--- config.mk ---
export PLATFORM = sky130hd
export DESIGN_NAME = csr_bank
export DESIGN_NICKNAME = d
export VERILOG_FILES = /design/src/csr_bank.sv
export VERILOG_INCLUDE_DIRS = /design/src
export SDC_FILE = /design/constraint.sdc
export NUM_CORES = 1
export LEC_CHECK = 0
export ABC_AREA = 1
export BUFFER_PORTS_ARGS = -buffer_cell sky130_fd_sc_hd__buf_2
export CAP_MARGIN = 10
export CORE_UTILIZATION = 45
export CTS_CLUSTER_SIZE = 20
export DETAILED_ROUTE_END_ITERATION = 16
export PLACE_DENSITY = 0.65
export SKIP_CTS_REPAIR_TIMING = 1
export SLEW_MARGIN = 40
export SYNTH_ARGS = -nofsm -noshare
export SYNTH_HDL_FRONTEND = slang
export SYNTH_SLANG_ARGS = --single-unit
export TNS_END_PERCENT = 100
--- constraint.sdc ---
create_clock -name clk -period 2.2 [get_ports clk]
set_input_delay 0.44 -clock clk [delete_from_list [all_inputs] [get_ports clk]]
set_output_delay 0.44 -clock clk [all_outputs]
set_load 0.05 [all_outputs]
--- src/rv_settings.svh ---
// Global sizing for the memory and write-back stage
// Data path width, data RAM depth and machine CSR addresses

`ifndef RV_SETTINGS_SVH
`define RV_SETTINGS_SVH

// --------------------
// Data path
// --------------------
`define CPU_WIDTH      32

// Word-address bits of the data RAM, 256 words
`define RAM_ADDR_BITS  8

// --------------------
// Machine CSR addresses
// --------------------
`define CSR_MSCRATCH   12'h340
`define CSR_MEPC       12'h341
`define CSR_MCAUSE     12'h342
`define CSR_MTVAL      12'h343

`endif

--- src/csr_bank.sv ---
// Machine CSR bank
// mscratch, mepc, mcause and mtval with combinational read

`include "rv_settings.svh"

module csr_bank (
    input  logic                    clk,
    input  logic                    rst_n,

    input  logic [11:0]             csr_addr_i,
    input  logic                    csr_wr_en_i,
    input  logic [`CPU_WIDTH-1:0]   csr_wr_data_i,

    output logic [`CPU_WIDTH-1:0]   csr_rd_data_o
);

    logic [`CPU_WIDTH-1:0] mscratch;
    logic [`CPU_WIDTH-1:0] mepc;
    logic [`CPU_WIDTH-1:0] mcause;
    logic [`CPU_WIDTH-1:0] mtval;

    // Unimplemented addresses read as zero
    always_comb begin
        case (csr_addr_i)
            `CSR_MSCRATCH: csr_rd_data_o = mscratch;
            `CSR_MEPC:     csr_rd_data_o = mepc;
            `CSR_MCAUSE:   csr_rd_data_o = mcause;
            `CSR_MTVAL:    csr_rd_data_o = mtval;
            default:       csr_rd_data_o = '0;
        endcase
    end

    always_ff @(posedge clk or negedge rst_n) begin
        if (!rst_n) begin
            mscratch <= '0;
            mepc     <= '0;
            mcause   <= '0;
            mtval    <= '0;
        end else if (csr_wr_en_i) begin
            case (csr_addr_i)
                `CSR_MSCRATCH: mscratch <= csr_wr_data_i;
                `CSR_MEPC:     mepc     <= csr_wr_data_i;
                `CSR_MCAUSE:   mcause   <= csr_wr_data_i;
                `CSR_MTVAL:    mtval    <= csr_wr_data_i;
                // Writes to other addresses are dropped
                default: ;
            endcase
        end
    end

endmodule

# After elaboration in Yosys (flattened, before gate mapping)

Index checks and enable logic that the tools add are counted.

Multipliers: 0
$add $sub $neg: 0
Mux-type cells: 1
Divide/modulo/power cells: 0
Bitwise logic cells: 0
Equal/unequal tests: 4
Reductions and logical operators: 4
Shifts and indexed selects: 0
Magnitude comparators: 0

Operators with widths:

| cell                                                               | count |
|---|---|
| 32-bit case mux with 4 select lines                                | 1 |
| 12-bit by 10-bit == test with 1-bit output (second input constant) | 4 |
| 2-bit AND reduction                                                | 4 |

Input bits: 47
Memories: 0
Word-level logic and storage cells: 13
Memory bits (writable): 0
Memory bits (read-only): 0
Flip-flop bits (word level): 128
Bits in latches: 0

# Depth between registers and ports, before layout

Depth after elaboration: 2
Gate-level depth with buffers: 10
Mapped depth without buffers: 8

# Least setup slack after synthesis

Ideal clock, no wire load.

Path kind: in2out
Start: input csr_addr_i[11]
End: output csr_rd_data_o[8]
Arrival: 1.615 ns
Stages on the path: 9
Slack: 0.145 ns
Cells stage by stage: nor2_2 nand2_2 nor2_8 buf_6 buf_6 nand3_1 nand2_1 inv_1 nand2_1

Cells in the longest elaborated chain, start to end: 2
Elaborated cells between the ends (all ways): 5
Those cells by class: eq/ne (4); mux (1)

Ends and longest elaborated chain:

| element                                    | RTL line       | RTL |
|---|---|---|
| start, declared                            | csr_bank.sv:10 | `input logic [11:0] csr_addr_i,` |
| 12-bit by 10-bit == test with 1-bit output | csr_bank.sv:24 | `case (csr_addr_i)` |
| 32-bit case mux with 4 select lines (*)    | csr_bank.sv:24 |  |
| end, declared                              | csr_bank.sv:14 | `` output logic [`CPU_WIDTH-1:0] csr_rd_data_o `` |

Every way passes the cells marked *; elsewhere a longest branch is shown, timed or not.

# Worst setup path in the final report

Start: input csr_addr_i[7]
End: output csr_rd_data_o[16]

Same word-level chain as after synthesis.

==> metrics <==
crit path max fanout=24; remaining routing DRC violations=0; most used cell along the critical path=nand2_1; clock tree from TritonCTS=yes; Skew-Pair Late Insertion Delay=roughly 0.42 ns; Worst Setup SP=csr_addr_i[7]; f_max=0.467 GHz; most frequent cells in the layout=nand2_1, nand3_1, dfrtp_1; worst hold slack across all endpoints=-0.00154 ns; clock buffers created by TritonCTS=17; Total Power=between 5000 and 6000 uW; root buffer selected by CTS=clkbuf_16; Final Hold Viols=2; dpl cells=approximately 1000; number of standard cells after synthesis=779; Critical Path End Type=primary output; most frequent standard cell in the layout excluding fill and tap cells=nand2_1; GPL Wtd Cong=~0.74; fin nets=909; P_leak=0.00407 uW; floorplan core area=about 0.013 mm2; Clock Tree Buf Depth=2; endpoint arrival time on the critical path=1.70 ns; Critical Setup Path Class=in -> out; number of iterations in the first detailed-routing pass=5; Setup Viol. Count Final=0; sinks on the clock net=128; post-layout instance area=approximately 0.008 mm2; count of distinct cell types in the synthesized netlist=19; pin count of the biggest net entering global routing=65; HP Class=in -> async; final routed wirelength across all metal layers=16.2 mm; ratio of cells with drive above 1 in the final layout=18.9%; Post-Synthesis Mean Instance Area=7.96 um2; global-route wire length before repair=25.1 mm; Die Outline Area=0.0143 mm2; total number of vias=5413; deepest level of the CTS H-tree=4; cell with the largest stage delay on the worst path=clkbuf_16; max-cap check violation count=0; slew at the pin with the worst max-slew slack=0.519 ns; number of warnings printed during yosys synthesis=0; antenna violations before repair=0; vias in the first global route=5151; largest vdd supply drop=approximately 0.00053 V; Non-Filler Instances=1051; Filler Cells Inserted=1186; mapped cell area=0.00620 mm2; total half-perimeter wirelength after legalization and detailed placement=9.31 mm; antenna diode count=0; Clock Pin Slew Worst Setup and Hold Paths=0.06 ns; critical path startpoint category=primary input; I/O pin total=79; area growth from synthesis to layout=27.1%; reg-to-reg slack, setup=1.53 ns; status=finished with violations; initial standard-cell utilization of the core=46.4%; average wire per standard cell=15.4 um; worst-case headroom to the max-slew limit=65.4%; remaining number of nets flagged by the antenna check after routing=0; total count of max-transition violations in the final report=0; final standard cell utilization of the core=~60%; area of placed instances=0.00686 mm2; syn_nets=826; detailed-route vias per instance=5.15; Die Width=119 um; Pwr Density=713 mW/mm2; sequential fraction of the synthesis area=51.7%; cells along the critical path=buf_2, nor2_2, nand2_2, nor2_8, buf_12, clkbuf_16, nand3_1, nand2_1, inv_1, nand2_1, buf_6; share of the cycle needed by the critical path after routing=97.3%; min cycle time layout=2.14 ns; Total GRT Usage=between 20 and 25%; worst-case clock skew=0 ns; flip-flop and latch count after synthesis=128; crit-path max cell delay=0.19 ns; failing checks=negative hold slack; startpoint of the most critical register-to-register path=mepc[16]$_DFFE_PN0P_; required time of the critical path=1.76 ns; number of placement rows=42; overflow left after global routing=0; chip height=approximately 120 um; buffers added on ports=78; first-iteration detailed-routing DRC count=400
[flip-flops by register name (all words and copies together), names as in the netlist]
signal,flops
mcause,32
mscratch,32
mtval,32
mepc,32
[final cells by class]
type | count | area [um2] | area share (%)
Clock buffer | 22 | 484 | 6.15
Multi-Input combinational cell | 499 | 2310 | 29.3
Sequential cell | 128 | 3200 | 40.7
Inverter | 102 | 383 | 4.86
Timing Repair Buffer | 114 | 1120 | 14.2
Clock inverter | 10 | 156 | 1.99
Tap cell | 176 | 220 | 2.80
[worst paths after layout]
path                       depth (start not counted)                  endpoint
max in group asynchronous                          2  mscratch[28]$_DFFE_PN0P_
max reg2reg                                        2      mepc[16]$_DFFE_PN0P_
min                                                1       mepc[9]$_DFFE_PN0P_
min reg2reg                                        2  mscratch[18]$_DFFE_PN0P_
min in group clk                                   3      mepc[30]$_DFFE_PN0P_
max                                               11         csr_rd_data_o[16]
[report_power, final]
group | internal (uW) | leakage [uW] | switching [uW] | total [uW]
registers | 2370 | 0.00179 | 5.66 | 2370
logic | 73.1 | 0.00197 | 148 | 222
clock network | 2010 | 0.000316 | 1020 | 3020
total | 4450 | 0.00407 | 1170 | 5620
[cell usage after synthesis]
master / n / area (um2)
dfrtp_1: 128 / 3200
clkbuf_1: 10 / 37.5
inv_2: 1 / 3.75
nor2_8: 1 / 20.0
nor2_4: 3 / 33.8
nand3_2: 1 / 10.0
inv_1: 101 / 379
buf_2: 24 / 120
nand3_1: 129 / 646
nor2_2: 3 / 18.8
clkbuf_2: 2 / 10.0
o21ai_0: 19 / 95.1
buf_4: 2 / 15.0
buf_6: 12 / 135
nor2_1: 2 / 7.51
nand2_2: 3 / 18.8
nand3_4: 3 / 52.6
o21ai_1: 109 / 546
nand2_1: 226 / 848
[metrics by stage]
| step | TNS (ns) | worst slack (ns) |
|---|---|---|
| 3_3_place_gp | 0 | 0.0413 |
| 3_5_place_dp | 0 | 0.0296 |
| 6_report | 0 | 0.0592 |
| 4_1_cts | 0 | 0.00901 |
| 5_1_grt | -0.113 | -0.0147 |
| 2_1_floorplan | 0 | 0.145 |
[worst max-delay path, delay by kind of cell]
kind / cells / cell delay [ns]
buffers and inverters: 5 / 0.65
AND/OR/NAND/NOR: 6 / 0.61
[cell families after synthesis]
family                 synth area share, %
AOI/OAI and AO/OA                     10.3
buffers and inverters                 11.3
DFF                                   51.7
and+or+nand+nor                       26.7
[per-layer routing]
| layer | track usage (%) | share of wire [%] |
|---|---|---|
| met1 | 30.2 | 46 |
| met2 | 36.3 | 47 |
| met3 | 4.31 | 5.5 |
| met4 | 8.13 | 1.6 |
| met5 | 0 | 0 |
(Power assumes the default switching activity.)
