### src/rv_settings.svh
// Global sizing for the memory and write-back stage
// Data path width, data RAM depth and machine CSR addresses

`ifndef RV_SETTINGS_SVH
`define RV_SETTINGS_SVH

// --------------------
// Data path
// --------------------
`define CPU_WIDTH      32

// Word-address bits of the data RAM, 256 words
`define RAM_ADDR_BITS  8

// --------------------
// Machine CSR addresses
// --------------------
`define CSR_MSCRATCH   12'h340
`define CSR_MEPC       12'h341
`define CSR_MCAUSE     12'h342
`define CSR_MTVAL      12'h343

`endif

### src/rv_isa_pkg.sv
// RV32I encoding constants used by the write-back stage
// Major opcodes, funct3 codes and the instruction word views

package rv_isa_pkg;

    // --------------------
    // Major opcodes
    // --------------------
    localparam logic [6:0] INST_TYPE_IL  = 7'b0000011;
    localparam logic [6:0] INST_TYPE_S   = 7'b0100011;
    localparam logic [6:0] INST_TYPE_CSR = 7'b1110011;
    localparam logic [6:0] INST_TYPE_I   = 7'b0010011;
    localparam logic [6:0] INST_TYPE_R   = 7'b0110011;

    // --------------------
    // funct3 codes
    // --------------------
    // Loads
    localparam logic [2:0] INST_LB     = 3'b000;
    localparam logic [2:0] INST_LH     = 3'b001;
    localparam logic [2:0] INST_LW     = 3'b010;
    localparam logic [2:0] INST_LBU    = 3'b100;
    localparam logic [2:0] INST_LHU    = 3'b101;
    // Stores
    localparam logic [2:0] INST_SB     = 3'b000;
    localparam logic [2:0] INST_SH     = 3'b001;
    localparam logic [2:0] INST_SW     = 3'b010;
    // CSR access
    localparam logic [2:0] INST_CSRRW  = 3'b001;
    localparam logic [2:0] INST_CSRRS  = 3'b010;
    localparam logic [2:0] INST_CSRRC  = 3'b011;
    localparam logic [2:0] INST_CSRRWI = 3'b101;

    // I-format, also used for loads and CSR instructions
    typedef struct packed {
        logic [11:0] imm;
        logic [4:0]  rs1;
        logic [2:0]  funct3;
        logic [4:0]  rd;
        logic [6:0]  opcode;
    } i_fmt_t;

    // S-format, immediate split around rs2
    typedef struct packed {
        logic [6:0]  imm_hi;
        logic [4:0]  rs2;
        logic [4:0]  rs1;
        logic [2:0]  funct3;
        logic [4:0]  imm_lo;
        logic [6:0]  opcode;
    } s_fmt_t;

    // Same 32 bits seen through either format
    typedef union packed {
        i_fmt_t i_fmt;
        s_fmt_t s_fmt;
    } inst_word_u;

endpackage

### src/rv_ctrl_pkg.sv
// Control types shared between the decoder and the result router
// Result routing selector

package rv_ctrl_pkg;

    // Where the outcome of an instruction goes
    typedef enum logic [1:0] {
        // No architectural effect in this stage
        RESCTRL_NONE = 2'b00,
        // Register write port, loads included
        RESCTRL_REG  = 2'b01,
        // Data memory write, stores
        RESCTRL_MEM  = 2'b10,
        // CSR bank update with old value to rd
        RESCTRL_CSR  = 2'b11
    } res_op_e;

endpackage

### src/inst_field_decode.sv
// Instruction field extraction for the write-back stage
// Immediate selection, routing selector and memory access flag

`include "rv_settings.svh"

module inst_field_decode
    import rv_isa_pkg::*;
    import rv_ctrl_pkg::*;
(
    input  inst_word_u              inst_i,

    output logic [6:0]              opcode_o,
    output logic [2:0]              funct3_o,
    output logic [`CPU_WIDTH-1:0]   imm_o,
    output logic [4:0]              rd_addr_o,
    output logic [11:0]             csr_addr_o,
    output res_op_e                 res_op_o,
    output logic                    acess_mem_flag_o
);

    // Opcode, funct3 and rd sit at the same place in both views
    assign opcode_o   = inst_i.i_fmt.opcode;
    assign funct3_o   = inst_i.i_fmt.funct3;
    assign rd_addr_o  = inst_i.i_fmt.rd;
    assign csr_addr_o = inst_i.i_fmt.imm;

    // --------------------
    // Immediate
    // --------------------
    always_comb begin
        if (opcode_o == INST_TYPE_S) begin
            imm_o = {{(`CPU_WIDTH-12){inst_i.s_fmt.imm_hi[6]}},
                     inst_i.s_fmt.imm_hi, inst_i.s_fmt.imm_lo};
        end else if ((opcode_o == INST_TYPE_CSR) && funct3_o[2]) begin
            // uimm lives in the rs1 slot
            imm_o = {{(`CPU_WIDTH-5){1'b0}}, inst_i.i_fmt.rs1};
        end else begin
            imm_o = {{(`CPU_WIDTH-12){inst_i.i_fmt.imm[11]}}, inst_i.i_fmt.imm};
        end
    end

    // --------------------
    // Routing
    // --------------------
    always_comb begin
        case (opcode_o)
            INST_TYPE_IL,
            INST_TYPE_I,
            INST_TYPE_R:   res_op_o = RESCTRL_REG;
            INST_TYPE_S:   res_op_o = RESCTRL_MEM;
            // funct3 of zero is ECALL/EBREAK, nothing to route
            INST_TYPE_CSR: res_op_o = (funct3_o != 3'b000) ? RESCTRL_CSR : RESCTRL_NONE;
            default:       res_op_o = RESCTRL_NONE;
        endcase
    end

    assign acess_mem_flag_o = (opcode_o == INST_TYPE_IL) || (opcode_o == INST_TYPE_S);

    // Memory access must be routed to the RAM or to rd through a load
    always_comb begin
        assert final (!acess_mem_flag_o || (res_op_o inside {RESCTRL_MEM, RESCTRL_REG}))
        else $error("memory access flag with routing %s", res_op_o.name());
    end

endmodule

### config.mk
export PLATFORM = sky130hd
export DESIGN_NAME = inst_field_decode
export DESIGN_NICKNAME = d
export VERILOG_FILES = /design/src/rv_isa_pkg.sv /design/src/rv_ctrl_pkg.sv /design/src/inst_field_decode.sv
export VERILOG_INCLUDE_DIRS = /design/src
export SDC_FILE = /design/constraint.sdc
export NUM_CORES = 1
export LEC_CHECK = 0
export ABC_AREA = 1
export BUFFER_PORTS_ARGS = -buffer_cell sky130_fd_sc_hd__clkbuf_2
export CORE_MARGIN = 2
export CORE_UTILIZATION = 33
export DETAILED_ROUTE_END_ITERATION = 7
export PLACE_DENSITY = 0.85
export SLEW_MARGIN = 20
export SYNTH_ARGS = -nofsm -noshare
export SYNTH_HDL_FRONTEND = slang
export SYNTH_SLANG_ARGS = --single-unit
### constraint.sdc
create_clock -name vclk -period 1.9
set_input_delay 0.38 -clock vclk [all_inputs]
set_output_delay 0.38 -clock vclk [all_outputs]
set_load 0.005 [all_outputs]
# Word-level counts from Yosys, hierarchy flattened
# Index checks and enable logic that the tools add are counted.
[classes] eq_ne=5 mux=4 reduce_logical=4
[ops] operator="$mux W32" n=2
[ops] operator="$eq A7 B6 Y1 const B" n=2
[ops] operator="$eq A7 B2 Y1 const B" n=1
[ops] operator="$eq A7 B5 Y1 const B" n=1
[ops] operator="$eq A7 B7 Y1 const B" n=1
[ops] operator="$pmux W2 S3" n=1
[ops] operator="$reduce_bool A3 Y1" n=1
[ops] operator="$reduce_or A3 Y1" n=1
[ops] operator="$mux W2" n=1
[ops] operator="$logic_and A1 B1 Y1" n=1
[ops] operator="$logic_or A1 B1 Y1" n=1
[word_totals] regBits=0 in_bits=32

# Longest topological paths before layout
[depth] ltp_word=4 depth_mapped=8 ltp_nobuf=7

# Least setup slack after synthesis
# OpenSTA, ideal clock, no wires.
[synth_timing] path_kind="input to output" startpoint="in inst_i[2] in the netlist's numbering" endpoint="out imm_o[12]" path_stages=8 setup_slack_ns=0.261 arrival_ns=1.259 path_cell_list="inv_1 nand2_1 nor2_4 nand3_4 buf_6 nand2_1 inv_2 buf_4"
[synth_via] elab_chain_cells=4 elab_cells_between_ends=5 classes_between="eq/ne: 2; mux: 2; reduce/logical: 1"
[synth_rtl] item="start, declared" line_no="inst_field_decode.sv:10" rtl="input inst_word_u inst_i,"
[synth_rtl] item="$eq A7 B7 Y1" line_no="inst_field_decode.sv:34" rtl="end else if ((opcode_o == INST_TYPE_CSR) && funct3_o[2]) begin"
[synth_rtl] item="$logic_and A1 B1 Y1" line_no="inst_field_decode.sv:34"
[synth_rtl] item="$mux W32" line_no="inst_field_decode.sv:34"
[synth_rtl] item="$mux W32 (*)" line_no="inst_field_decode.sv:31" rtl="if (opcode_o == INST_TYPE_S) begin"
[synth_rtl] item="end, declared" line_no="inst_field_decode.sv:14" rtl="output logic [`CPU_WIDTH-1:0] imm_o,"
# Mark *: on every way between the ends. The rest lies on a longest branch, timed or not.

# Final worst setup path
[layout_timing] startpoint="in inst_i[0] in the netlist's numbering" endpoint="out imm_o[3]"
# The elaborated chain is that of the path after synthesis.

==> impl_metrics.prom <==
# TYPE chip_impl_metric gauge
chip_impl_info{name="outcome",value="complete, no violations"} 1
chip_impl_metric{name="placeableCoreArea",unit="sq um"} 1980
chip_impl_info{name="cp-end-kind",value="output port"} 1
chip_impl_metric{name="clock_buffers",unit=""} 0
chip_impl_metric{name="setup-violations-final",unit=""} 0
chip_impl_info{name="netlist_top_cells_area",value="sky130_fd_sc_hd__buf_4 (50%), sky130_fd_sc_hd__nand2_1 (11%), sky130_fd_sc_hd__nand3_1 (7.1%), sky130_fd_sc_hd__inv_1 (6.4%), sky130_fd_sc_hd__inv_2 (5.3%)"} 1
chip_impl_metric{name="timing.critical_path.fanout_max",unit=""} 7
chip_impl_metric{name="gp_congestion",unit=""} 0.686
chip_impl_metric{name="synthDistinctLibCells",unit=""} 16
chip_impl_metric{name="postLayoutCellArea",unit="sq um"} 858
chip_impl_metric{name="placement_rows",unit=""} 16
chip_impl_metric{name="regArea",unit="sq um"} 0
chip_impl_info{name="post-synth-top-area-cell",value="sky130_fd_sc_hd__buf_4"} 1
chip_impl_metric{name="worst-endpoint-required",unit="ns"} 1.52
chip_impl_metric{name="syn_area_per_cell",unit="sq um"} 6.06
chip_impl_metric{name="first_global_vias",unit=""} 674
chip_impl_metric{name="synth_cells",unit=""} 116
chip_impl_metric{name="period_share",unit="%"} 91.8
chip_impl_metric{name="io_pins",unit=""} 94
chip_impl_metric{name="yosys.area.top_type_share",unit="%"} 50.2
chip_impl_metric{name="final-max-slew-violation-count",unit=""} 0
chip_impl_metric{name="drt-pass1-iter-count",unit=""} 1
chip_impl_metric{name="slew_headroom",unit="%"} 78.2
chip_impl_metric{name="finalWirelength",unit="microns"} 1710
chip_impl_metric{name="total_power",unit="uW"} 163
chip_impl_info{name="critPathLaunchType",value="input pin"} 1
chip_impl_metric{name="drt_drc_violations_left",unit=""} 0
chip_impl_metric{name="postRouteAntennaNets",unit=""} 0
chip_impl_metric{name="vias",unit=""} 775
chip_impl_metric{name="floorplan.initialDensity",unit="%"} 35.5
chip_impl_metric{name="post_cts_hold_buffer_count",unit=""} 0
chip_impl_metric{name="hold_slack",unit="ns"} 0.945
chip_impl_metric{name="post-cts-setup-buffer-count",unit=""} 0
chip_impl_metric{name="final_net_count",unit=""} 198
chip_impl_metric{name="buffer_ports.inserted",unit=""} 94
chip_impl_metric{name="detail_route.iter0.violations",unit=""} 0
chip_impl_info{name="worst_path_max_delay_cell",value="sky130_fd_sc_hd__nor3_4"} 1
chip_impl_metric{name="fp.dieH",unit="microns"} 50.2
chip_impl_metric{name="grt_usage",unit="%"} 12.7
chip_impl_metric{name="worstPathBufferInverterCount",unit=""} 2
chip_impl_metric{name="drive_above_1_share",unit="%"} 67.7
chip_impl_metric{name="power_per_cell_area",unit="nW/um^2"} 190
chip_impl_metric{name="chipWidth",unit="microns"} 50.2
chip_impl_metric{name="critPathMaxStageDelay",unit="ns"} 0.34
chip_impl_metric{name="post_cts_sizing",unit=""} 0
chip_impl_info{name="worstPathCellList",value="clkbuf_2, nand2_1, nor3_4, nand2_2, nand3_1, nand2_1, clkbuf_2"} 1
chip_impl_metric{name="syn-cell-area",unit="sq um"} 703
chip_impl_metric{name="yosysSeqAreaShare",unit="%"} 0
chip_impl_metric{name="synth_fp_nets",unit=""} 148
chip_impl_metric{name="max-vdd-ir-drop",unit="V"} 0.0000896
chip_impl_metric{name="dieArea",unit="sq um"} 2520
chip_impl_info{name="critical_path.top_delay_family",value="simple AND/OR/NAND/NOR gates"} 1
chip_impl_metric{name="total_leakage_power",unit="uW"} 0.000640
chip_impl_info{name="path_class",value="in2out"} 1
chip_impl_metric{name="placed_cell_area",unit="sq um"} 851
chip_impl_metric{name="area.growth.synth_to_final",unit="%"} 22.1
chip_impl_metric{name="worstPathArrival",unit="ns"} 1.36
chip_impl_metric{name="layout.cells.non_filler",unit=""} 191
chip_impl_metric{name="dp_hpwl",unit="microns"} 1610
chip_impl_metric{name="max_freq",unit="MHz"} 573
chip_impl_info{name="rsz0062_at_grt",value="no"} 1
chip_impl_metric{name="grt-ovfl-total",unit=""} 0
chip_impl_metric{name="post-route-min-period",unit="ns"} 1.74
chip_impl_metric{name="detail_route.wl_per_cell",unit="microns"} 8.95
chip_impl_metric{name="antenna_found_initial",unit=""} 0
chip_impl_info{name="hp-class",value="in2out"} 1
chip_impl_metric{name="grt_pass1_wl",unit="microns"} 2630
chip_impl_metric{name="vias_per_cell",unit=""} 4.06
chip_impl_metric{name="tightest_slew",unit="ns"} 0.327
chip_impl_metric{name="setup_tns",unit="ns"} 0
chip_impl_metric{name="cap_violations",unit=""} 0
chip_impl_metric{name="hold_viol",unit=""} 0
chip_impl_metric{name="n_fill_cell",unit=""} 227
chip_impl_metric{name="yosysWarnings",unit=""} 0
chip_impl_metric{name="place.detailed.instances",unit=""} 190
chip_impl_metric{name="grt_start_max_net_pins",unit=""} 22
chip_impl_metric{name="multi_input_area",unit="sq um"} 256
chip_impl_metric{name="n_antenna_cell",unit=""} 0
chip_impl_metric{name="seq_cell_count",unit=""} 0
[path summary, 6_finish.rpt]
check | slack [ns] | start | cells after the start | endpoint
worst min-delay path | 0.94 | inst_i[30] | 2 | csr_addr_o[10]
worst max-delay path | 0.16 | inst_i[0] | 7 | imm_o[3]
[stage by stage]
step | worst slack [ns] | util (%)
2_1_floorplan | 0.261 | -
3_3_place_gp | 0.153 | 42.9
3_5_place_dp | 0.119 | 42.9
4_1_cts | 0.115 | 42.9
5_1_grt | 0.0208 | 43.3
6_report | 0.156 | 43.3
[cells by family (layout without fill, tap and decap cells)]
| kind of cell | count (synthesis) | in the layout | synth area share [%] |
|---|---|---|---|
| and+or+nand+nor | 45 | 45 | 35.8 |
| AOI/OAI and AO/OA | 1 | 1 | 0.711 |
| buffers and inverters | 70 | 118 | 63.5 |
[synth_stat cells]
cell type	number
sky130_fd_sc_hd__nand4_1	5
sky130_fd_sc_hd__nor2_8	1
sky130_fd_sc_hd__inv_2	10
sky130_fd_sc_hd__nand3_4	1
sky130_fd_sc_hd__o21ai_1	1
sky130_fd_sc_hd__nor3_1	1
sky130_fd_sc_hd__nor3_4	1
sky130_fd_sc_hd__nand3b_1	1
sky130_fd_sc_hd__buf_6	1
sky130_fd_sc_hd__inv_1	12
sky130_fd_sc_hd__nand3_1	10
sky130_fd_sc_hd__buf_4	47
sky130_fd_sc_hd__nor2_4	1
sky130_fd_sc_hd__nand2_1	21
sky130_fd_sc_hd__nand2_2	1
sky130_fd_sc_hd__nor2_1	2
[power by group]
group	internal, uW	leakage [uW]	switching [uW]
Combinational	80.7	0.000640	82.1
Sequential	0	0	0
Clock	0	0	0
[cells in the final DEF, fill, tap and decap left out]
cell type | synthesis | routed
sky130_fd_sc_hd__nand3_4 | 1 | 1
sky130_fd_sc_hd__clkbuf_2 | 0 | 94
sky130_fd_sc_hd__nor2_8 | 1 | 1
sky130_fd_sc_hd__nand2_1 | 21 | 21
sky130_fd_sc_hd__nor3_4 | 1 | 1
sky130_fd_sc_hd__nor2_4 | 1 | 1
sky130_fd_sc_hd__buf_4 | 47 | 2
sky130_fd_sc_hd__o21ai_1 | 1 | 1
sky130_fd_sc_hd__inv_2 | 10 | 10
sky130_fd_sc_hd__nand3b_1 | 1 | 1
sky130_fd_sc_hd__inv_1 | 12 | 12
sky130_fd_sc_hd__nor3_1 | 1 | 1
sky130_fd_sc_hd__nand3_1 | 10 | 10
sky130_fd_sc_hd__nand4_1 | 5 | 5
sky130_fd_sc_hd__nor2_1 | 2 | 2
sky130_fd_sc_hd__nand2_2 | 1 | 1
[per-layer routing]
| layer | up-vias | wire length, microns | global-route usage [%] |
|---|---|---|---|
| li1 | 406 | - | - |
| met1 | 301 | 577 | 12.7 |
| met2 | 68 | 869 | 28.9 |
| met3 | 0 | 262 | 0.298 |
| met4 | 0 | 0 | 0 |
| met5 | - | 0 | 0 |
[final cells by class]
cell class                 instances  area share, %
timing repair buffer              96           56.6
multi-input combinational         46           29.9
tap                               27           3.94
inverter                          22           9.62
Note: power is estimated with default switching activity, not from simulation.
