===== src/rv_settings.svh =====
// Global sizing for the memory and write-back stage
// Data path width, data RAM depth and machine CSR addresses

`ifndef RV_SETTINGS_SVH
`define RV_SETTINGS_SVH

// --------------------
// Data path
// --------------------
`define CPU_WIDTH      32

// Word-address bits of the data RAM, 256 words
`define RAM_ADDR_BITS  8

// --------------------
// Machine CSR addresses
// --------------------
`define CSR_MSCRATCH   12'h340
`define CSR_MEPC       12'h341
`define CSR_MCAUSE     12'h342
`define CSR_MTVAL      12'h343

`endif


===== src/rv_isa_pkg.sv =====
// RV32I encoding constants used by the write-back stage
// Major opcodes, funct3 codes and the instruction word views

package rv_isa_pkg;

    // --------------------
    // Major opcodes
    // --------------------
    localparam logic [6:0] INST_TYPE_IL  = 7'b0000011;
    localparam logic [6:0] INST_TYPE_S   = 7'b0100011;
    localparam logic [6:0] INST_TYPE_CSR = 7'b1110011;
    localparam logic [6:0] INST_TYPE_I   = 7'b0010011;
    localparam logic [6:0] INST_TYPE_R   = 7'b0110011;

    // --------------------
    // funct3 codes
    // --------------------
    // Loads
    localparam logic [2:0] INST_LB     = 3'b000;
    localparam logic [2:0] INST_LH     = 3'b001;
    localparam logic [2:0] INST_LW     = 3'b010;
    localparam logic [2:0] INST_LBU    = 3'b100;
    localparam logic [2:0] INST_LHU    = 3'b101;
    // Stores
    localparam logic [2:0] INST_SB     = 3'b000;
    localparam logic [2:0] INST_SH     = 3'b001;
    localparam logic [2:0] INST_SW     = 3'b010;
    // CSR access
    localparam logic [2:0] INST_CSRRW  = 3'b001;
    localparam logic [2:0] INST_CSRRS  = 3'b010;
    localparam logic [2:0] INST_CSRRC  = 3'b011;
    localparam logic [2:0] INST_CSRRWI = 3'b101;

    // I-format, also used for loads and CSR instructions
    typedef struct packed {
        logic [11:0] imm;
        logic [4:0]  rs1;
        logic [2:0]  funct3;
        logic [4:0]  rd;
        logic [6:0]  opcode;
    } i_fmt_t;

    // S-format, immediate split around rs2
    typedef struct packed {
        logic [6:0]  imm_hi;
        logic [4:0]  rs2;
        logic [4:0]  rs1;
        logic [2:0]  funct3;
        logic [4:0]  imm_lo;
        logic [6:0]  opcode;
    } s_fmt_t;

    // Same 32 bits seen through either format
    typedef union packed {
        i_fmt_t i_fmt;
        s_fmt_t s_fmt;
    } inst_word_u;

endpackage


===== src/rv_ctrl_pkg.sv =====
// Control types shared between the decoder and the result router
// Result routing selector

package rv_ctrl_pkg;

    // Where the outcome of an instruction goes
    typedef enum logic [1:0] {
        // No architectural effect in this stage
        RESCTRL_NONE = 2'b00,
        // Register write port, loads included
        RESCTRL_REG  = 2'b01,
        // Data memory write, stores
        RESCTRL_MEM  = 2'b10,
        // CSR bank update with old value to rd
        RESCTRL_CSR  = 2'b11
    } res_op_e;

endpackage


===== src/alu_res_ctrl.sv =====
// Result router of the memory and write-back stage
// Two-cycle load and store sequencing with read-modify-write byte merge
// Load lane extraction and CSR write value selection

`include "rv_settings.svh"

module alu_res_ctrl
    import rv_isa_pkg::*;
    import rv_ctrl_pkg::*;
(
    input  logic                    clk,
    input  logic                    rst_n,

    input  logic [`CPU_WIDTH-1:0]   rs1_data_i,
    input  logic [`CPU_WIDTH-1:0]   rs2_data_i,
    input  logic [`CPU_WIDTH-1:0]   csr_rd_data_i,
    input  logic [`CPU_WIDTH-1:0]   imm_i,
    input  logic [2:0]              funct3_i,
    input  logic [6:0]              opcode_i,
    input  res_op_e                 alu_res_op_i,
    input  logic [`CPU_WIDTH-1:0]   alu_res_i,
    input  logic [`CPU_WIDTH-1:0]   data_mem_data_i,
    input  logic                    acess_mem_flag_i,

    output logic [`CPU_WIDTH-1:0]   data_mem_addr_o,
    output logic                    data_mem_wr_en_o,
    output logic                    data_mem_req_o,
    output logic [`CPU_WIDTH-1:0]   data_mem_data_o,
    output logic [`CPU_WIDTH-1:0]   reg_wr_data_o,
    output logic                    reg_wr_en_o,
    output logic [`CPU_WIDTH-1:0]   csr_wr_data_o,
    output logic                    csr_wr_en_o,
    output logic                    access_mem_hold_o
);

    logic                   mem_phase;
    logic [1:0]             byte_offset;
    logic [7:0]             ld_byte;
    logic [15:0]            ld_half;
    logic [`CPU_WIDTH-1:0]  load_word;
    logic [`CPU_WIDTH-1:0]  store_word;
    logic [`CPU_WIDTH-1:0]  csr_new;

    assign byte_offset = alu_res_i[1:0];

    // --------------------
    // Access phase
    // --------------------
    // Low in the request cycle, high in the data cycle
    always_ff @(posedge clk or negedge rst_n) begin
        if (!rst_n) begin
            mem_phase <= 1'b0;
        end else if (acess_mem_flag_i) begin
            mem_phase <= ~mem_phase;
        end else begin
            mem_phase <= 1'b0;
        end
    end

    // Stall upstream only during the request cycle
    assign access_mem_hold_o = acess_mem_flag_i && !mem_phase;

    // --------------------
    // Load extension
    // --------------------
    always_comb begin
        case (byte_offset)
            2'b00:   ld_byte = data_mem_data_i[7:0];
            2'b01:   ld_byte = data_mem_data_i[15:8];
            2'b10:   ld_byte = data_mem_data_i[23:16];
            default: ld_byte = data_mem_data_i[31:24];
        endcase
        ld_half = byte_offset[1] ? data_mem_data_i[31:16] : data_mem_data_i[15:0];

        case (funct3_i)
            INST_LB:  load_word = {{24{ld_byte[7]}}, ld_byte};
            INST_LBU: load_word = {24'h0, ld_byte};
            INST_LH:  load_word = {{16{ld_half[15]}}, ld_half};
            INST_LHU: load_word = {16'h0, ld_half};
            default:  load_word = data_mem_data_i;
        endcase
    end

    // --------------------
    // Store merge
    // --------------------
    // Old word from the RAM with only the addressed lane replaced
    always_comb begin
        store_word = data_mem_data_i;
        case (funct3_i)
            INST_SB: store_word[{byte_offset, 3'b000} +: 8] = rs2_data_i[7:0];
            INST_SH: store_word[{byte_offset[1], 4'b0000} +: 16] = rs2_data_i[15:0];
            default: store_word = rs2_data_i;
        endcase
    end

    // CSRRS and CSRRC take the set/clear result from the ALU
    always_comb begin
        case (funct3_i)
            INST_CSRRW:  csr_new = rs1_data_i;
            INST_CSRRWI: csr_new = imm_i;
            default:     csr_new = alu_res_i;
        endcase
    end

    // --------------------
    // Routing
    // --------------------
    always_comb begin
        data_mem_addr_o  = alu_res_i;
        data_mem_req_o   = 1'b0;
        data_mem_wr_en_o = 1'b0;
        data_mem_data_o  = store_word;
        reg_wr_data_o    = '0;
        reg_wr_en_o      = 1'b0;
        csr_wr_data_o    = csr_new;
        csr_wr_en_o      = 1'b0;
        case (alu_res_op_i)
            RESCTRL_MEM: begin
                data_mem_req_o   = 1'b1;
                data_mem_wr_en_o = mem_phase;
            end
            RESCTRL_CSR: begin
                reg_wr_data_o = csr_rd_data_i;
                reg_wr_en_o   = 1'b1;
                csr_wr_en_o   = 1'b1;
            end
            RESCTRL_REG: begin
                if (opcode_i == INST_TYPE_IL) begin
                    data_mem_req_o = 1'b1;
                    reg_wr_data_o  = load_word;
                    reg_wr_en_o    = mem_phase;
                end else begin
                    reg_wr_data_o = alu_res_i;
                    reg_wr_en_o   = 1'b1;
                end
            end
            default: begin
                reg_wr_en_o = 1'b0;
            end
        endcase
    end

    // A stall lasts one cycle per access
    assert property (@(posedge clk) disable iff (!rst_n)
        access_mem_hold_o |=> !access_mem_hold_o)
    else $error("hold asserted in two consecutive cycles");

    // Writes only follow a read request cycle
    assert property (@(posedge clk) disable iff (!rst_n)
        data_mem_wr_en_o |-> data_mem_req_o && $past(access_mem_hold_o))
    else $error("RAM write without preceding read cycle");

endmodule


===== config.mk =====
export PLATFORM = sky130hd
export DESIGN_NAME = alu_res_ctrl
export DESIGN_NICKNAME = d
export VERILOG_FILES = /design/src/rv_isa_pkg.sv /design/src/rv_ctrl_pkg.sv /design/src/alu_res_ctrl.sv
export VERILOG_INCLUDE_DIRS = /design/src
export SDC_FILE = /design/constraint.sdc
export NUM_CORES = 1
export LEC_CHECK = 0
export BUFFER_PORTS_ARGS = -buffer_cell sky130_fd_sc_hd__buf_2
export CAP_MARGIN = 0
export CORE_AREA = 2 2 132 134
export CTS_CLUSTER_DIAMETER = 30
export DETAILED_ROUTE_END_ITERATION = 8
export DIE_AREA = 0 0 134 136
export PLACE_DENSITY_LB_ADDON = 0.3
export SLEW_MARGIN = 20
export SYNTH_ARGS = -nofsm -noshare
export SYNTH_HDL_FRONTEND = slang
export SYNTH_SLANG_ARGS = --single-unit

===== constraint.sdc =====
create_clock -name clk -period 5.53 [get_ports clk]
set_clock_uncertainty 0.15 [all_clocks]
set_input_delay 1.659 -clock clk [delete_from_list [all_inputs] [get_ports clk]]
set_output_delay 1.659 -clock clk [all_outputs]
set_load 0.02 [all_outputs]

[Word level (Yosys, flattened, before mapping)]
Cells that the tools add are included.
Word-level totals
  register bits: 1
  latch bits: 0
  bits in writable memories: 0
  ROM bits: 0
  memories: 0
Operators by class
  add/sub/neg operators: 2
  multiply operators: 0
  div/mod/pow operators: 0
  order comparisons: 0
  equality and inequality tests: 9
  shift-type cells: 4
  mux-type cells: 16
  bitwise gates (word level): 1
  reductions and logical operators: 4
Operators by type and width (count)
  case mux 32 bit (2 select lines): 3
  case mux 32 bit (4 select lines): 1
  bitwise mux 32 bit: 2
  two-way mux 32 bit: 1
  variable shift 16 x 7 -> 32 bit, first input constant: 1
  variable shift 8 x 7 -> 32 bit, first input constant: 1
  variable part select 16 x 7 -> 32 bit: 1
  variable part select 8 x 7 -> 32 bit: 1
  case mux 8 bit (3 select lines): 1
  two-way mux 16 bit: 1
  negator 5 -> 7 bit: 2
  equality test 7 x 2 -> 1 bit, second input constant: 1
  equality test 2 bit, second input constant: 3
  equality test 3 bit, second input constant: 2
  two-way mux 1 bit: 5
  equality test 2 x 1 -> 1 bit, second input constant: 2
  case mux 1 bit (2 select lines): 2
  equality test 3 x 1 -> 1 bit, second input constant: 1
  logical NOT 3 bit: 1
  logical NOT 2 bit: 1
  logical AND 1 bit: 1
  logical NOT 1 bit: 1
  NOT 1 bit: 1

[Depth between registers and ports, before layout]
Gate-level depths: netlist of the first run.
  depth after elaboration: 5
  gate-level depth with buffers: 10
  depth with buffers taken out: 6

[Worst setup path before layout of the first run]
No wires, ideal clock.
  kind: input to output
  from: input alu_res_i[1]
  to: output data_mem_data_o[24]
  data arrival time: 3682 ps
  data required time: 3721 ps
  setup slack: 39 ps
  stages on the path: 7
  path through: clkbuf_1 > inv_1 > ha_1 > clkbuf_1 > nor4b_2 > a21oi_1 > o221ai_1
On the way
  word-level cells in the longest chain between the ends: 4
Ends and longest elaborated chain
  start, declared: line alu_res_ctrl.sv:21  | input logic [`CPU_WIDTH-1:0] alu_res_i,
  negator 5 -> 7 bit, on equally long branches: line alu_res_ctrl.sv:92, alu_res_ctrl.sv:91
  variable part select 16 x 7 -> 32 bit (tied with other cells): line alu_res_ctrl.sv:92  | INST_SH: store_word[{byte_offset[1], 4'b0000} +: 16] = rs2_data_i[15:0];
  bitwise mux 32 bit, on equally long branches: line alu_res_ctrl.sv:92, alu_res_ctrl.sv:91
  case mux 32 bit (2 select lines) (*): line alu_res_ctrl.sv:90  | case (funct3_i)
  end, declared: line alu_res_ctrl.sv:28  | output logic [`CPU_WIDTH-1:0] data_mem_data_o,
Mark *: on every way between the ends. The rest lies on a longest branch, timed or not.

[Worst setup path after layout of the first run]
  from: input alu_res_i[0]
  to: output reg_wr_data_o[13]
On the way
  word-level cells in the longest chain between the ends: 5
Ends and longest elaborated chain
  equality test 2 bit (tied with other cells): line alu_res_ctrl.sv:67  | case (byte_offset)
  case mux 8 bit (3 select lines) (*): line alu_res_ctrl.sv:67
  case mux 32 bit (4 select lines) (*): line alu_res_ctrl.sv:75  | case (funct3_i)
  two-way mux 32 bit (*): line alu_res_ctrl.sv:129  | if (opcode_i == INST_TYPE_IL) begin
  case mux 32 bit (2 select lines) (*): line alu_res_ctrl.sv:118  | case (alu_res_op_i)
  end, declared: line alu_res_ctrl.sv:29  | output logic [`CPU_WIDTH-1:0] reg_wr_data_o,
Marks and branches as above.

==> impl_metrics.tcl, run 1 <==
set metrics [dict create \
    nFillCells 1884 \
    grt_pass1_wl_mm 28.75 \
    cp-end-kind "output pin" \
    wl_per_cell_um 19.91 \
    maxSlewHeadroom_pct 54.42 \
    async_flop_share_pct 100.0 \
    p_clk_share_pct 0 \
    place_inst 1010 \
    rsz0062_at_grt "no" \
    yosys.cell_types.count 42 \
    drc 0 \
    post-synth-top-area-cell "mux2i_1" \
    rr_startpoint "mem_phase" \
    stdcell_count 1011 \
    wirelength_mm 20.13 \
    hpwl_mm 16.85 \
    top_layer "met4" \
    core_mm2 0.01688 \
    nNetsFinal 1002 \
    wl_met3_mm 1.438 \
    ys.flop_type "dfrtp_1" \
    fmax_ghz 0.1864 \
    final_area_mm2 0.005177 \
    synth_area_mm2 0.003384 \
    hp-start "mem_phase" \
    postSynthAreaPerCell_um2 6.851 \
    ir_drop_v 0.00004082 \
    reg2reg_to "mem_phase" \
    yosysTopAreaCellShare_pct 15.38 \
    seq_area_um2 25.02 \
    whs_path_depth 1 \
    hp-class "reg -> reg" \
    cp.required_ns 3.72 \
    leakage_nw 2.915 \
    slew_viol_final 0 \
    crit_type "in -> out" \
    worstPathMaxFanout 18 \
    rows 48 \
    clk_latency_ns 0 \
    drt_iter0_markers 291 \
    synth.area.top_cells "mux2i_1 15%, nand2_1 8.3%, buf_4 7.1%" \
    fin_crit_sh_pct 97.00 \
    dieArea_mm2 0.01822 \
    ys_ff_latch 1 \
    fp.dieH_um 136 \
    die_x_um 134 \
    wl_met2_mm 9.332 \
    port_buffers 339 \
    setup_tns_ns 0 \
    worstSetupStartpointType "input port" \
    regToRegSetupSlack_ns 4.78 \
    reg_top3 "mem_phase x1" \
    intPower_uw 204.1 \
    yosysSeqAreaShare_pct 0.7394 \
    pwr-share-seq_pct 1.6 \
    arrival_ns 3.56 \
    synth_most_common_cell "nand2_1" \
    drt_first_pass_iters 9 \
    m1WireLength_mm 9.103 \
    grt_pass1_vias 4569 \
    drive_above_1_share_pct 50.32 \
    final_antenna_net_count 0 \
    swShare_pct 59.96 \
    vias 4999 \
    post_cts_buffers 0 \
    synth_edf_count 0 \
    start_util_pct 20.05 \
    synth_common_cells "75 x nand2_1, 52 x mux2i_1, 37 x clkbuf_1, 36 x o21ai_0" \
    period_minus_slack_ns 5.364 \
    antenna_found_initial 1 \
    place_congestion 0.8842 \
    multi_input_area_mm2 0.002833 \
    track_usage_pct 20.18 \
    tightest_slew_ns 0.6838 \
    top_register "mem_phase" \
    gr-total-overflow 0 \
    place_area_mm2 0.005169 \
    path_clk_slew_ns 0 \
    postCtsHoldBufs 0 \
    p_switching_uw 305.6 \
    largest_reg_flops 1 \
    via_per_inst 4.945 \
    maxCapViolations 0 \
    synthCells 494 \
    synthesis.nets 709 \
    power_uw 509.7 \
    r2r_cells 1 \
    status "finished, final reports clean" \
    worstHoldEndpoint "mem_phase" \
    powerDensity_mw_per_mm2 98.45 \
    hold_viol_final 0 \
    syn2layout_area_growth_pct 52.98 \
    postLayoutCoreUtil_pct 30.68 \
    grt_start_max_net_pins 39 \
    io_pins 340 \
    finalSetupViolCount 0 \
    synth_warnings 0 \
    power_frac_comb_pct 98.4 \
]
## worst max-delay path by stage
stage / start / to / slack [ns]
after CTS: alu_res_i[0] / reg_wr_data_o[12] / 0.03
after global routing: alu_res_i[0] / reg_wr_data_o[13] / 0.04
after detailed placement: alu_res_i[0] / reg_wr_data_o[12] / 0.03
after global placement: alu_res_i[0] / reg_wr_data_o[12] / 0.05
after floorplan: alu_res_i[1] / data_mem_data_o[24] / 0.04
final: alu_res_i[0] / reg_wr_data_o[13] / 0.17
## cell families after synthesis
kind of cell	count (synthesis)	share of synthesized area, %
multiplexers	60	18.04
AND/OR/NAND/NOR	123	17.45
flip-flops	1	0.7393
adder cells (fa/ha/maj)	8	2.958
buffers and inverters	105	15.93
AO/OA/AOI/OAI	197	44.88
## layout make-up
class                      instances  share of cell area [%]
multi-input combinational        388                   54.71
timing repair buffer             369                   37.36
tap                              225                   5.437
inverter                          27                   1.957
sequential                         1                  0.4833
antenna                            1                 0.04833
## routing by layer
metal  up-vias  GRT usage [%]
met5         -              0
met4         0          2.305
met3        16          2.573
met2       258          34.16
met1      2303          28.14
li1       2422              -
## power groups by stage
stage	logic (mW)	registers, mW	clock network [mW]
after global placement	0.500	0.00832	0
after floorplan	0.287	0.00818	0
final	0.501	0.00831	0.0000000242
after CTS	0.502	0.00830	0
after detailed placement	0.500	0.00830	0
after global routing	0.539	0.00836	0.0000000242
## critical path: stages
cell	delay (ns)
buf_2	0.15
inv_1	0.19
ha_1	0.20
a21oi_1	0.08
a211o_1	0.30
buf_4	0.22
a221oi_1	0.36
a221o_1	0.20
buf_2	0.18
## layout by cell type (no fill, tap or decap), types with 7 or more instances in the layout
master	n
a21o_1	7
a21oi_1	32
a221o_1	17
a221oi_1	9
a221oi_2	11
a22o_1	18
a22oi_1	23
a2bb2oi_1	12
buf_2	339
buf_4	29
ha_1	8
inv_1	27
mux2_2	8
mux2i_1	52
nand2_1	75
nand2b_1	11
nor2_1	8
nor2b_1	18
o21ai_0	36
o221ai_1	16
## what timing repair did
action | 4_1_cts | 5_1_grt
endpoints found under the setup margin | 0 | 1
resized for setup | 0 | 1
endpoints found under the hold margin | 0 | 0
## stage by stage
| stage | hold WS (ns) | setup WS (ns) |
|---|---|---|
| CTS | 0.3120 | 0.02509 |
| finish | 0.3119 | 0.1658 |
| floorplan | 0.3595 | 0.03899 |
| global route | 0.3359 | 0.04152 |
| global placement | 0.3171 | 0.04921 |
| detailed placement | 0.3120 | 0.03042 |
Note: power is estimated with default switching activity, not from simulation.
==> run 2, diff against run 1 <==
MAX_ROUTING_LAYER = met4   (was default)
SKIP_CTS_REPAIR_TIMING = 1   (was default)
==> impl_metrics.tcl, run 2 (synthesis gave the netlist of run 1 again) <==
set metrics [dict create \
    status "finished, final reports clean" \
    syn2layout_area_growth_pct 52.98 \
    drt_iter0_markers 316 \
    period_minus_slack_ns 5.363 \
    wirelength_mm 20.20 \
    top_register "mem_phase" \
    nFillCells 1884 \
    drt_first_pass_iters 7 \
    worstPathMaxFanout 18 \
    place_inst 1010 \
    cp.required_ns 3.72 \
    worstSetupStartpointType "input port" \
    ir_drop_v 0.00004098 \
    final_antenna_net_count 0 \
    hpwl_mm 16.85 \
    wl_per_cell_um 19.98 \
    fmax_ghz 0.1865 \
    hold_viol_final 0 \
    finalSetupViolCount 0 \
    place_congestion 0.8990 \
    fp.dieH_um 136 \
    grt_pass1_vias 4602 \
    setup_tns_ns 0 \
    die_x_um 134 \
    io_pins 340 \
    port_buffers 339 \
    grt_start_max_net_pins 39 \
    maxCapViolations 0 \
    regToRegSetupSlack_ns 4.78 \
    powerDensity_mw_per_mm2 98.64 \
    slew_viol_final 0 \
    dieArea_mm2 0.01822 \
    arrival_ns 3.55 \
    cp-end-kind "output pin" \
    via_per_inst 4.980 \
    drc 0 \
    gr-total-overflow 0 \
    clk_latency_ns 0 \
    drive_above_1_share_pct 50.32 \
    path_clk_slew_ns 0 \
    final_cell_mix "339 x buf_2, 75 x nand2_1, 52 x mux2i_1" \
    track_usage_pct 20.76 \
    stdcell_count 1011 \
    antenna_found_initial 1 \
    tightest_slew_ns 0.6728 \
    vias 5035 \
    rsz0062_at_grt "no" \
    rows 48 \
    core_mm2 0.01688 \
    leakage_nw 2.915 \
    fin_crit_sh_pct 96.98 \
    final_common_cell "buf_2" \
    reg_top3 "mem_phase x1" \
    crit_type "in -> out" \
    maxSlewHeadroom_pct 55.15 \
    nNetsFinal 1002 \
    grt_pass1_wl_mm 28.65 \
    hp-class "reg -> reg" \
    start_util_pct 20.05 \
    largest_reg_flops 1 \
]
==> run 2: cell counts in the layout (fill, tap and decap cells not counted) <==
No cell type changed its count.
==> run 2: metal layers <==
layer  GRT usage (%)  routed length, um  up-vias
met4           2.305                225        0
met2           34.13               9427      276
met1           28.41               9147     2317
li1                -                  -     2423
met3           2.125               1399       19
met5               -                  0        -
==> run 2: area by class of cell <==
cell class | count | area [um2] | share of cell area (%)
repair buffers | 369 | 1934 | 37.36
diodes | 1 | 2.502 | 0.04833
flip-flops and latches | 1 | 25.02 | 0.4833
well taps | 225 | 281.5 | 5.437
multi-input cells | 388 | 2833 | 54.71
inverters | 27 | 101.3 | 1.957
==> run 2: through the flow <==
step | worst slack (ns) | hold WS, ns | instance area [um2] | utilization [%] | total power [mW]
finish | 0.1669 | 0.3118 | 5177 | 30.68 | 0.5107
global route | 0.04310 | 0.3359 | 5177 | 30.68 | 0.5472
CTS | 0.02509 | 0.3120 | 5169 | 30.63 | 0.5103
detailed placement | 0.03042 | 0.3120 | 5169 | 30.63 | 0.5081
global placement | 0.04921 | 0.3171 | 5169 | 30.63 | 0.5083
floorplan | 0.03899 | 0.3595 | 3385 | - | 0.2954
==> run 2: critical path, cell delays in order <==
cell,delay [ns]
buf_2,0.15
inv_1,0.19
ha_1,0.20
a21oi_1,0.08
a211o_1,0.30
buf_4,0.23
a221oi_1,0.36
a221o_1,0.20
buf_2,0.18
==> run 2: report_power, final <==
part	leakage, nW	total (mW)	switching [mW]	internal (mW)
combinational	2.90	0.502	0.306	0.196
sequential	0.0125	0.00831	0.000357	0.00796
clock	0.00000634	0.0000000243	0	0.0000000243
==> run 2: worst paths after layout <==
check	startpoint	to	cells past startpoint
worst max-delay path	alu_res_i[0]	reg_wr_data_o[13]	9
worst min-delay path	mem_phase	mem_phase	1
worst max register to register	mem_phase	mem_phase	1
worst min register to register	mem_phase	mem_phase	1
max in group asynchronous	rst_n	mem_phase	1
min in group asynchronous	rst_n	mem_phase	1
==> run 3, diff against run 2 <==
==> constraint.sdc (replaced) <==
create_clock -name clk -period 5.4 [get_ports clk]
set_clock_uncertainty 0.15 [all_clocks]
set_input_delay 1.62 -clock clk [delete_from_list [all_inputs] [get_ports clk]]
set_output_delay 1.62 -clock clk [all_outputs]
set_load 0.05 [all_outputs]
==> impl_metrics.tcl, run 3 (synthesis gave the netlist of run 1 again) <==
set metrics [dict create \
    nFillCells 1836 \
    fmax_ghz 0.1905 \
    gr-total-overflow 0 \
    antenna_found_initial 3 \
    arrival_ns 3.48 \
    io_pins 340 \
    p_switching_uw 495.8 \
    pre_cts_ws_ns 0.03436 \
    postLayoutCoreUtil_pct 32.95 \
    nNetsFinal 1007 \
    p_clk_share_pct 0 \
    grt_pass1_wl_mm 28.55 \
    worstPathCellList "buf_2, inv_1, ha_1, a22oi_1, a211o_1, buf_12, a221oi_1, a221o_2, buf_2" \
    start_util_pct 20.05 \
    port_buffers 339 \
    period_minus_slack_ns 5.249 \
    grt_start_max_net_pins 65 \
    worstPathMaxFanout 18 \
    place_congestion 0.8679 \
    fin_crit_sh_pct 97.21 \
    finalSetupViolCount 0 \
    ir_drop_v 0.00005707 \
    reg_top3 "mem_phase x1" \
    power_uw 724.0 \
    intPower_uw 228.1 \
    cp.required_ns 3.63 \
    top_register "mem_phase" \
    drt_iter0_markers 230 \
    track_usage_pct 20.75 \
    regToRegSetupSlack_ns 4.63 \
    final_antenna_net_count 0 \
    crit_family "compound AO/OA/AOI/OAI gates" \
    core_mm2 0.01688 \
    wirelength_mm 20.02 \
    die_x_um 134 \
    rsz0062_at_grt "no" \
    drt_first_pass_iters 5 \
    fp.dieH_um 136 \
    grt_pass1_vias 4662 \
    leakage_nw 3.000 \
    maxCapViolations 0 \
    hold_viol_final 0 \
    crit_path_frequent_cell "buf_2" \
    dieArea_mm2 0.01822 \
    drive_above_1_share_pct 55.82 \
    layout_setup_ws_ns 0.1507 \
    tightest_slew_ns 0.5870 \
    stdcell_count 1019 \
    status "finished, final reports clean" \
    clk_latency_ns 0 \
    powerDensity_mw_per_mm2 130.2 \
    final_cell_mix "337 x buf_2, 75 x nand2_1, 52 x mux2i_1" \
    critPathMaxStageDelay_ns 0.34 \
    hpwl_mm 17.07 \
    final_common_cell "buf_2" \
    pwr-share-seq_pct 1.2 \
    hp-class "reg -> reg" \
    power_frac_comb_pct 98.8 \
    via_per_inst 4.920 \
    maxSlewHeadroom_pct 60.64 \
    cpMaxStageDelayCell "a221oi_1" \
    wl_per_cell_um 19.64 \
    slew_viol_final 0 \
    path_clk_slew_ns 0 \
    drc 0 \
    largest_reg_flops 1 \
    syn2layout_area_growth_pct 64.29 \
    crit_type "in -> out" \
    place_inst 1015 \
    vias 5013 \
    rows 48 \
    swShare_pct 68.49 \
    cp-end-kind "output pin" \
    worstSetupStartpointType "input port" \
    path_buf_inv 4 \
]
## run 3: cell count changes in the layout (fill, tap and decap cells not counted), moves of 4 or more
cell	delta
a221o_1	-17
a221o_2	+17
o221ai_1	-16
o221ai_2	+8
o221ai_4	+8
buf_12	+5
o31ai_1	-5
o31ai_2	+4
## run 3: area by class of cell
class | instances | area, um2 | share of cell area [%]
multi-input cells | 388 | 3103 | 55.81
repair buffers | 374 | 2039 | 36.68
well taps | 225 | 281.5 | 5.063
inverters | 27 | 101.3 | 1.823
flip-flops and latches | 1 | 25.02 | 0.4500
diodes | 4 | 10.01 | 0.1800
## run 3: power by group through the flow
stage / Sequential (mW) / Clock (mW) / Combinational (mW)
2_1_floorplan: 0.00838 / 0 / 0.488
3_3_place_gp: 0.00850 / 0 / 0.714
3_5_place_dp: 0.00848 / 0 / 0.714
4_1_cts: 0.00848 / 0 / 0.716
5_1_grt: 0.00857 / 0.0000000743 / 0.757
6_report: 0.00848 / 0.0000000991 / 0.715
## run 3: final timing paths
kind                              startpoint                end  depth (start not counted)
max in group asynchronous              rst_n          mem_phase                          1
worst max-delay path            alu_res_i[1]  reg_wr_data_o[13]                          9
worst min register to register     mem_phase          mem_phase                          1
worst max register to register     mem_phase          mem_phase                          1
min in group asynchronous              rst_n          mem_phase                          1
worst min-delay path               mem_phase          mem_phase                          1
## run 3: stage by stage
step / setup TNS (ns) / instance area, um2 / hold slack (ns)
finish: 0 / 5560 / 0.3109
floorplan: -0.4723 / 3640 / 0.5038
global placement: 0 / 5529 / 0.3155
detailed placement: 0 / 5529 / 0.3105
CTS: 0 / 5529 / 0.3115
global route: 0 / 5558 / 0.3424
## run 3: per-layer routing
| metal | share of wire [%] | up-vias | GRT usage [%] |
|---|---|---|---|
| li1 | - | 2436 | - |
| met1 | 46 | 2312 | 29.08 |
| met2 | 46 | 249 | 32.99 |
| met3 | 6.8 | 16 | 1.976 |
| met4 | 1.2 | 0 | 3.073 |
| met5 | 0 | - | - |
